**src/rtl/mipsDecode_config.svh**
```systemverilog
`ifndef MIPS_DECODE_CONFIG_SVH
`define MIPS_DECODE_CONFIG_SVH

`define MIPS_INSTR_WIDTH 32
`define DECODE_LANES 4 // two or more

// opFunc source bit
`define OPFUNC_SRC_FUNC 1'b1 // code is the function field
`define OPFUNC_SRC_OP 1'b0 // code is the opcode field

`define CAT_REGISTER 0
`define CAT_IMMEDIATE 1
`define CAT_JUMP 2
`define CAT_BRANCH 3
`define CAT_LINK 4
`define CAT_SHIFT 5
`define CAT_SHIFTV 6
`define CAT_HILO 7
`define CAT_MULDIV 8
`define CAT_COMPARE 9
`define CAT_LOGICAL 10
`define CAT_ARITHMETIC 11
`define CAT_LOAD 12
`define CAT_STORE 13
`define CAT_WIDTH 14

`endif
```
**src/rtl/mipsDecodePkg.sv**
```systemverilog
`default_nettype none
`include "mipsDecode_config.svh"

package mipsDecodePkg;

	typedef logic [`MIPS_INSTR_WIDTH-1:0] instrWordT;
	typedef logic [6:0] opFuncT; // source bit above the 6-bit code
	typedef logic [4:0] branchOpT; // rt field, REGIMM condition
	typedef logic [`CAT_WIDTH-1:0] categoryT;

	typedef enum logic [1:0] {
		laneIdle,
		laneAccept,
		laneOffer,
		laneRelease
	} laneStateT;

	typedef enum logic [1:0] {
		feedWait,
		feedForward,
		feedFinish
	} feedStateT;

	typedef enum logic [1:0] {
		drainWait,
		drainPresent,
		drainRelease
	} drainStateT;

endpackage

`default_nettype wire

```
**src/rtl/laneLink.sv**
```systemverilog
`timescale 1ns/1ps
`default_nettype none

interface laneLink;

	logic inReq; // dispatcher to lane
	mipsDecodePkg::instrWordT instr;
	logic inAck;
	logic outReq; // lane to collector
	mipsDecodePkg::categoryT category;
	logic outAck;

	modport feeder (
		output inReq,
		output instr,
		input inAck
	);

	modport lane (
		input inReq,
		input instr,
		output inAck,
		output outReq,
		output category,
		input outAck
	);

	modport drain (
		input outReq,
		input category,
		output outAck
	);

endinterface

`default_nettype wire

```
**src/rtl/mipsDecodeUnit.sv**
```systemverilog
`timescale 1ns/1ps
`default_nettype none
`include "mipsDecode_config.svh"

module mipsDecodeUnit (
	input logic clk,
	input logic reset,
	input logic instrReq,
	output logic instrAck,
	input mipsDecodePkg::instrWordT instr,
	output logic categoryReq,
	input logic categoryAck,
	output mipsDecodePkg::categoryT category
);

	laneLink laneLinks [`DECODE_LANES] ();

	instrDispatcher i_instrDispatcher (
		.clk(clk),
		.reset(reset),
		.instrReq(instrReq),
		.instrAck(instrAck),
		.instr(instr),
		.lanes(laneLinks)
	);

	// one decode lane per link
	genvar i;
	generate
		for (i = 0; i < `DECODE_LANES; i++) begin : gLane
			categoryLane i_categoryLane (
				.clk(clk),
				.reset(reset),
				.link(laneLinks[i])
			);
		end
	endgenerate

	resultCollector i_resultCollector (
		.clk(clk),
		.reset(reset),
		.lanes(laneLinks),
		.categoryReq(categoryReq),
		.categoryAck(categoryAck),
		.category(category)
	);

endmodule

`default_nettype wire

```
**src/rtl/resultCollector.sv**
```systemverilog
`timescale 1ns/1ps
`default_nettype none
`include "mipsDecode_config.svh"

module resultCollector (
	input logic clk,
	input logic reset,
	laneLink.drain lanes [`DECODE_LANES],
	output logic categoryReq,
	input logic categoryAck,
	output mipsDecodePkg::categoryT category
);

	localparam int laneBits = $clog2(`DECODE_LANES);

	mipsDecodePkg::drainStateT state;
	logic [laneBits-1:0] lanePtr; // steps like the dispatcher pointer
	logic laneAck;
	logic [`DECODE_LANES-1:0] laneReq;
	mipsDecodePkg::categoryT laneCategory [`DECODE_LANES];

	genvar i;
	generate
		for (i = 0; i < `DECODE_LANES; i++) begin : gLane
			assign laneReq[i] = lanes[i].outReq;
			assign laneCategory[i] = lanes[i].category;
			assign lanes[i].outAck = laneAck && (lanePtr == laneBits'(i));
		end
	endgenerate

	always_ff @(posedge clk) begin
		if (state == mipsDecodePkg::drainWait && laneReq[lanePtr]) begin
			category <= laneCategory[lanePtr];
		end
	end

	always_ff @(posedge clk) begin
		if (reset) begin
			state <= mipsDecodePkg::drainWait;
			lanePtr <= '0;
			laneAck <= 1'b0;
			categoryReq <= 1'b0;
		end else begin
			case (state)
				mipsDecodePkg::drainWait: begin
					if (laneReq[lanePtr]) begin
						laneAck <= 1'b1;
						state <= mipsDecodePkg::drainPresent;
					end
				end
				mipsDecodePkg::drainPresent: begin
					if (laneAck && !laneReq[lanePtr]) begin
						laneAck <= 1'b0; // lane is free again
					end
					if (!categoryReq) begin
						categoryReq <= 1'b1;
					end else if (categoryAck && !laneAck) begin
						categoryReq <= 1'b0;
						state <= mipsDecodePkg::drainRelease;
					end
				end
				mipsDecodePkg::drainRelease: begin
					if (!categoryAck) begin
						lanePtr <= (lanePtr == laneBits'(`DECODE_LANES - 1)) ?
							'0 : lanePtr + 1'b1;
						state <= mipsDecodePkg::drainWait;
					end
				end
				default: state <= mipsDecodePkg::drainWait;
			endcase
		end
	end

endmodule

`default_nettype wire

```
**src/rtl/instrDispatcher.sv**
```systemverilog
`timescale 1ns/1ps
`default_nettype none
`include "mipsDecode_config.svh"

module instrDispatcher (
	input logic clk,
	input logic reset,
	input logic instrReq,
	output logic instrAck,
	input mipsDecodePkg::instrWordT instr,
	laneLink.feeder lanes [`DECODE_LANES]
);

	localparam int laneBits = $clog2(`DECODE_LANES);

	mipsDecodePkg::feedStateT state;
	logic [laneBits-1:0] lanePtr;
	logic laneReq; // inReq of the selected lane
	logic [`DECODE_LANES-1:0] laneAck;
	mipsDecodePkg::instrWordT instrHold;

	genvar i;
	generate
		for (i = 0; i < `DECODE_LANES; i++) begin : gLane
			assign lanes[i].inReq = laneReq && (lanePtr == laneBits'(i));
			assign lanes[i].instr = instrHold;
			assign laneAck[i] = lanes[i].inAck;
		end
	endgenerate

	// word is held here so the lane sees it stable for its whole handshake
	always_ff @(posedge clk) begin
		if (state == mipsDecodePkg::feedWait && instrReq) begin
			instrHold <= instr;
		end
	end

	always_ff @(posedge clk) begin
		if (reset) begin
			state <= mipsDecodePkg::feedWait;
			lanePtr <= '0;
			laneReq <= 1'b0;
			instrAck <= 1'b0;
		end else begin
			case (state)
				mipsDecodePkg::feedWait: begin
					if (instrReq && !laneAck[lanePtr]) begin
						laneReq <= 1'b1;
						state <= mipsDecodePkg::feedForward;
					end
				end
				mipsDecodePkg::feedForward: begin
					if (laneAck[lanePtr]) begin
						instrAck <= 1'b1;
					end
					if (instrAck && !instrReq) begin
						laneReq <= 1'b0; // source done, release the lane
						state <= mipsDecodePkg::feedFinish;
					end
				end
				mipsDecodePkg::feedFinish: begin
					if (!laneAck[lanePtr]) begin
						instrAck <= 1'b0;
						lanePtr <= (lanePtr == laneBits'(`DECODE_LANES - 1)) ?
							'0 : lanePtr + 1'b1;
						state <= mipsDecodePkg::feedWait;
					end
				end
				default: state <= mipsDecodePkg::feedWait;
			endcase
		end
	end

endmodule

`default_nettype wire

```
**src/rtl/categoryLane.sv**
```systemverilog
`timescale 1ns/1ps
`default_nettype none
`include "mipsDecode_config.svh"

module categoryLane (
	input logic clk,
	input logic reset,
	laneLink.lane link
);

	mipsDecodePkg::laneStateT state;
	mipsDecodePkg::instrWordT instrReg;
	logic [5:0] opcode;
	logic [5:0] funct;
	mipsDecodePkg::opFuncT opFunc;
	mipsDecodePkg::branchOpT branchOp;
	mipsDecodePkg::categoryT categoryNext;
	mipsDecodePkg::categoryT categoryReg;
	logic inAck;
	logic outReq;

	assign opcode = instrReg[`MIPS_INSTR_WIDTH-1 -: 6];
	assign funct = instrReg[5:0];
	assign branchOp = instrReg[20:16]; // rt
	assign opFunc = (opcode == 6'd0) ? {`OPFUNC_SRC_FUNC, funct} : {`OPFUNC_SRC_OP, opcode};

	opFuncCategorizer i_opFuncCategorizer (
		.opFunc(opFunc),
		.branchOp(branchOp),
		.category(categoryNext)
	);

	assign link.inAck = inAck;
	assign link.outReq = outReq;
	assign link.category = categoryReg;

	always_ff @(posedge clk) begin
		if (state == mipsDecodePkg::laneIdle && link.inReq) begin
			instrReg <= link.instr;
		end
		if (state == mipsDecodePkg::laneAccept && !link.inReq) begin
			categoryReg <= categoryNext;
		end
	end

	always_ff @(posedge clk) begin
		if (reset) begin
			state <= mipsDecodePkg::laneIdle;
			inAck <= 1'b0;
			outReq <= 1'b0;
		end else begin
			case (state)
				mipsDecodePkg::laneIdle: begin
					if (link.inReq) begin
						inAck <= 1'b1;
						state <= mipsDecodePkg::laneAccept;
					end
				end
				mipsDecodePkg::laneAccept: begin
					if (!link.inReq) begin
						inAck <= 1'b0;
						outReq <= 1'b1; // category registered on this same edge
						state <= mipsDecodePkg::laneOffer;
					end
				end
				mipsDecodePkg::laneOffer: begin
					if (link.outAck) begin
						outReq <= 1'b0;
						state <= mipsDecodePkg::laneRelease;
					end
				end
				mipsDecodePkg::laneRelease: begin
					if (!link.outAck) begin
						state <= mipsDecodePkg::laneIdle;
					end
				end
				default: state <= mipsDecodePkg::laneIdle;
			endcase
		end
	end

endmodule

`default_nettype wire

```
**src/rtl/opFuncCategorizer.sv**
```systemverilog
`timescale 1ns/1ps
`default_nettype none
`include "mipsDecode_config.svh"

module opFuncCategorizer (
	input mipsDecodePkg::opFuncT opFunc,
	input mipsDecodePkg::branchOpT branchOp,
	output mipsDecodePkg::categoryT category
);

	logic register;
	logic immediate;
	logic jump;
	logic branch;
	logic link;
	logic shift;
	logic shiftV;
	logic hilo;
	logic mulDiv;
	logic compare;
	logic logical;
	logic arithmetic;
	logic load;
	logic store;

	assign register = (opFunc[6] == `OPFUNC_SRC_FUNC);
	assign immediate = (opFunc[6] == `OPFUNC_SRC_OP);

	always_comb begin
		casez (opFunc)
			{`OPFUNC_SRC_FUNC, 6'b001???}: jump = 1'b1; // jr, jalr
			{`OPFUNC_SRC_OP, 6'b00001?}: jump = 1'b1; // j, jal
			default: jump = 1'b0;
		endcase
	end

	always_comb begin
		casez (opFunc)
			{`OPFUNC_SRC_OP, 6'b000001}: branch = 1'b1; // regimm
			{`OPFUNC_SRC_OP, 6'b0001??}: branch = 1'b1;
			default: branch = 1'b0;
		endcase
	end

	always_comb begin
		casez (opFunc)
			{`OPFUNC_SRC_OP, 6'b000011}: link = 1'b1;
			{`OPFUNC_SRC_FUNC, 6'b001001}: link = 1'b1;
			{`OPFUNC_SRC_OP, 6'b000001}: link = branchOp[4]; // bltzal, bgezal
			default: link = 1'b0;
		endcase
	end

	// shifts with a register amount also count as shifts
	always_comb begin
		shift = (opFunc ==? {`OPFUNC_SRC_FUNC, 6'b000???});
		shiftV = (opFunc ==? {`OPFUNC_SRC_FUNC, 6'b0001??});
		hilo = (opFunc ==? {`OPFUNC_SRC_FUNC, 6'b010???});
		mulDiv = (opFunc ==? {`OPFUNC_SRC_FUNC, 6'b011???});
		load = (opFunc ==? {`OPFUNC_SRC_OP, 6'b100???});
		store = (opFunc ==? {`OPFUNC_SRC_OP, 6'b101???});
	end

	always_comb begin
		casez (opFunc)
			{`OPFUNC_SRC_FUNC, 6'b101???}: compare = 1'b1; // slt, sltu
			{`OPFUNC_SRC_OP, 6'b00101?}: compare = 1'b1; // slti, sltiu
			default: compare = 1'b0;
		endcase
	end

	always_comb begin
		casez (opFunc)
			{`OPFUNC_SRC_FUNC, 6'b1001??}: logical = 1'b1;
			{`OPFUNC_SRC_OP, 6'b0011??}: logical = 1'b1;
			default: logical = 1'b0;
		endcase
	end

	always_comb begin
		casez (opFunc)
			{`OPFUNC_SRC_FUNC, 6'b1000??}: arithmetic = 1'b1;
			{`OPFUNC_SRC_OP, 6'b00100?}: arithmetic = 1'b1; // addi, addiu
			default: arithmetic = 1'b0;
		endcase
	end

	assign category[`CAT_REGISTER] = register;
	assign category[`CAT_IMMEDIATE] = immediate;
	assign category[`CAT_JUMP] = jump;
	assign category[`CAT_BRANCH] = branch;
	assign category[`CAT_LINK] = link;
	assign category[`CAT_SHIFT] = shift;
	assign category[`CAT_SHIFTV] = shiftV;
	assign category[`CAT_HILO] = hilo;
	assign category[`CAT_MULDIV] = mulDiv;
	assign category[`CAT_COMPARE] = compare;
	assign category[`CAT_LOGICAL] = logical;
	assign category[`CAT_ARITHMETIC] = arithmetic;
	assign category[`CAT_LOAD] = load;
	assign category[`CAT_STORE] = store;

endmodule

`default_nettype wire

```
**config.mk**
```make
export PLATFORM = sky130hd
export DESIGN_NAME = mipsDecodeUnit
export DESIGN_NICKNAME = d
export VERILOG_FILES = /design/src/rtl/mipsDecodePkg.sv /design/src/rtl/laneLink.sv /design/src/rtl/mipsDecodeUnit.sv /design/src/rtl/resultCollector.sv /design/src/rtl/instrDispatcher.sv /design/src/rtl/categoryLane.sv /design/src/rtl/opFuncCategorizer.sv
export VERILOG_INCLUDE_DIRS = /design/src /design/src/rtl
export SDC_FILE = /design/constraint.sdc
export NUM_CORES = 1
export LEC_CHECK = 0
export ABC_AREA = 1
export BUFFER_PORTS_ARGS = -buffer_cell sky130_fd_sc_hd__buf_4
export CAP_MARGIN = 5
export CORE_ASPECT_RATIO = 1.1
export CORE_MARGIN = 2
export CORE_UTILIZATION = 37
export DETAILED_ROUTE_END_ITERATION = 10
export PLACE_DENSITY_LB_ADDON = 0.15
export SLEW_MARGIN = 20
export SYNTH_ARGS = -nofsm -noshare
export SYNTH_HDL_FRONTEND = slang
export SYNTH_SLANG_ARGS = --single-unit
export TNS_END_PERCENT = 20
```
**constraint.sdc**
```tcl
create_clock -name clk -period 1.75 [get_ports clk]
set_input_delay 0.0875 -clock clk [delete_from_list [all_inputs] [get_ports clk]]
set_output_delay 0.0875 -clock clk [all_outputs]
set_load 0.005 [all_outputs]
```
==> reports/qor.txt <==
Post-synth net total - 772
Ports - 52
Port Buffers - 32
Met2 WL - 7.845 mm
Data arrival time of the critical path - 1.90 ns
Starting density of the core - 0.3743
Post-synth EDFFs - 135
DP Wirelength - 11.96 mm
Share of layout cells above drive strength 1 - 0.1604
Seq pwr share - 0.482
Placed inst area - 8084 µm²
Yosys top cell area share - 0.5509
DR vias - 5082
Average cell area after synthesis - 10.39 µm²
Worst Max-Slew Pin Slew - 0.3794 ns
Clock power frac - 0.357
Critical-path cell list - nor2_1, nand3_4, buf_4, inv_1, nand2_2, nor3_1
Clock tree sinks - 163
GRT Total Usage - 0.1566
CP Buf/Inv Count - 2
Post-synth ARST share - 0
Critical path class - flop to flop
Pin count of the biggest net entering global routing - 30
Wl on met1 - 7.149 mm
CTS tree - built
Core area - 19660 µm²
Period utilization - 0.9605
DRC violation count after routing - 0
Routed wl met3 - 684 µm
Setup TNS - 0 ns
Sequential area share after synthesis - 0.6271
Worst Clk Skew - 0.008812 ns
Outcome - finished, final reports clean
Clk_lat worst skew - 0.42 ns
Min Tclk post-route - 1.681 ns
Most used flip-flop cell after synthesis - edfxtp_1
Worst Hold Class - primary input to flop
FILL cells - 1827
Die area - 21030 µm²
Sw frac - 0.2606
Combinational share of power - 0.161
Inserted Clock Buffers - 17
Pwr per Cell Area - 1211 nW/µm²
Slew HR - 0.7444
Pint - 8.023 mW
DR pass1 iterations - 5
Total routed wirelength - 15.90 mm
DRT iter0 DRCs - 477
First-pass GRT wire length - 25.50 mm
Mapped Cells - 708
Synth warnings - 0
Sw Pwr - 2.827 mW
Crit-path slowest cell - edfxtp_1
H-tree depth - 4
Crit-path max FO - 9
Rows - 54
Final setup viols - 0
ANT cells - 0
Clock buffer depth - 2
Reg clk slew, reported paths - 0.06 ns
Root Driver - clkbuf_16
Chip width - 138.5 µm
Seq cells post-synth - 163
Max VDD drop - 728.0 µV
Post-route ant nets - 0
Max Used Layer - met4
Max Cap Viol - 0
Tot Pwr - 10.85 mW
Routed vias/inst - 4.840
Crit-path leading delay family - simple AND/OR/NAND/NOR gates
GRT overflow - 0
Initial antenna violation count - 0
Setup crit end kind - flop
RD Place Congestion - 0.8575
Critical Path RT - 1.97 ns
Synth top area cells - edfxtp_1 55%, dfxtp_1 7.6%, nor2_1 6.3%, inv_1 5.1%, ha_1 4.8%
Synth area leader - edfxtp_1
FMAX - 595.0 MHz
Syn-to-layout area delta - 21.71%
Die Ht - 151.9 µm
Final slew viol count - 0
Fin area - 8956 µm²
Routed wire length per instance - 15.14 µm
Nets@finish - 849
Synthesized area - 7358 µm²
Crit start category - flop
Leakage power - 3.477 nW
Vias in the first global route - 4884
Final hold vios - 0
Slowest stage delay, CP - 0.40 ns
Distinct cells, synth - 35
==> power groups by stage <==
stage / combinational [mW] / clock (mW) / sequential (mW)
floorplan: 0.995 / 0 / 5.19
global placement: 1.63 / 0 / 5.30
detailed placement: 1.70 / 0 / 5.31
CTS: 1.73 / 3.96 / 5.23
global route: 1.99 / 4.12 / 5.29
finish: 1.75 / 3.87 / 5.23
==> cell usage after synthesis (2+ instances only) <==
master,instances
o21bai_2,3
nand2_1,70
nand3_2,5
inv_1,99
a211oi_1,4
buf_6,2
inv_2,4
o21ai_1,6
nand3_1,31
dfxtp_1,28
nor3_1,17
edfxtp_1,135
nand4_1,9
a21oi_1,31
o22ai_1,17
buf_2,2
ha_1,28
nand2_2,5
clkbuf_1,9
o21ai_2,2
o21bai_1,3
nor2_1,124
nor2_2,10
o21ai_0,53
==> layer usage <==
metal | GRT usage | up-vias
met5 | 0 | -
met4 | 0.04519 | 0
met3 | 0.03719 | 24
met2 | 0.2638 | 116
met1 | 0.2022 | 2370
li1 | - | 2572
==> worst register-to-register path, delay by kind of cell, from the launching register on <==
family | cells | cell delay (ns)
buffers and inverters | 2 | 0.28
and+or+nand+nor | 4 | 0.80
DFF | 1 | 0.40
==> state kept, by name (all words and copies together), names as in the netlist <==
signal / cells
gLane.i_categoryLane.instrReg: 52
i_instrDispatcher.laneReq: 1
gLane.i_categoryLane.link.category: 56
i_resultCollector.lanePtr: 2
i_resultCollector.state: 2
gLane.i_categoryLane.state: 8
i_resultCollector.category: 14
gLane.i_categoryLane.link.outReq: 4
i_resultCollector.categoryReq: 1
i_instrDispatcher.state: 2
i_instrDispatcher.lanePtr: 2
gLane.i_categoryLane.link.inAck: 4
i_resultCollector.laneAck: 1
i_instrDispatcher.lanes.instr: 13
i_instrDispatcher.instrAck: 1
==> final timing paths <==
kind | from | end | slack (ns) | cells past startpoint
worst max-delay path | gLane[0].i_categoryLane.instrReg[28] | gLane[0].i_categoryLane.link.category[7] | 0.07 | 6
worst min-delay path | instr[3] | i_instrDispatcher.lanes[0].instr[3] | 0.38 | 2
worst max register to register | gLane[0].i_categoryLane.instrReg[28] | gLane[0].i_categoryLane.link.category[7] | 0.07 | 6
worst min register to register | gLane[0].i_categoryLane.link.outReq | gLane[0].i_categoryLane.link.outReq | 0.45 | 2
==> through the flow <==
stage	hold WS [ns]	instances	util	setup slack, ns
after floorplan	0.1864	708	-	-0.09666
after global placement	0.2657	999	0.4112	0.09432
after detailed placement	0.2670	999	0.4112	0.06401
after CTS	0.3551	1049	0.4517	0.03078
after global routing	0.3666	1050	0.4555	-0.006948
final	0.3759	1050	0.4555	0.06920
==> cell type report <==
class	count	area, µm²	area share
repair buffers	72	660.6	0.07376
clock buffers	18	429.2	0.04792
inverters	103	386.6	0.04317
flip-flops and latches	163	4619	0.5158
multi-input cells	428	2357	0.2632
well taps	252	315.3	0.03521
clock inverters	14	187.7	0.02096
==> cells by family (layout without fill, tap and decap cells) <==
kind of cell | after synthesis | after routing | share of synthesized area
and+or+nand+nor | 274 | 274 | 0.1631
DFF | 163 | 163 | 0.6271
AOI/OAI and AO/OA | 126 | 126 | 0.1002
buffers and inverters | 117 | 207 | 0.06206
adders and majority gates | 28 | 28 | 0.04761
==> cell usage in the layout (no fill, tap or decap), types with 2 or more instances in the layout <==
cell           instances
edfxtp_1             135
nor2_1               120
inv_1                 98
nand2_1               69
o21ai_0               48
buf_4                 48
nand3_1               31
a21oi_1               31
ha_1                  28
dfxtp_1               26
dlygate4sd3_1         18
o22ai_1               17
clkbuf_16             17
nor3_1                13
nor2_2                11
o21ai_1               11
nand4_1                9
nand2_2                6
buf_12                 6
inv_2                  5
nor3_2                 4
a211oi_1               4
bufinv_16              4
clkinv_4               4
nand3_4                3
nor2_4                 3
nand3_2                3
o21bai_2               3
o21bai_1               3
o21ai_4                2
clkinvlp_4             2
clkinv_2               2
clkinv_1               2
==> repair_timing <==
item,CTS,global route
endpoints found under the setup margin,0,31
hold buffers,18,0
gates resized for setup,0,22
hold endpoints to repair,19,0
setup buffers,0,1
No activity file was read; power rests on OpenSTA's default activity.
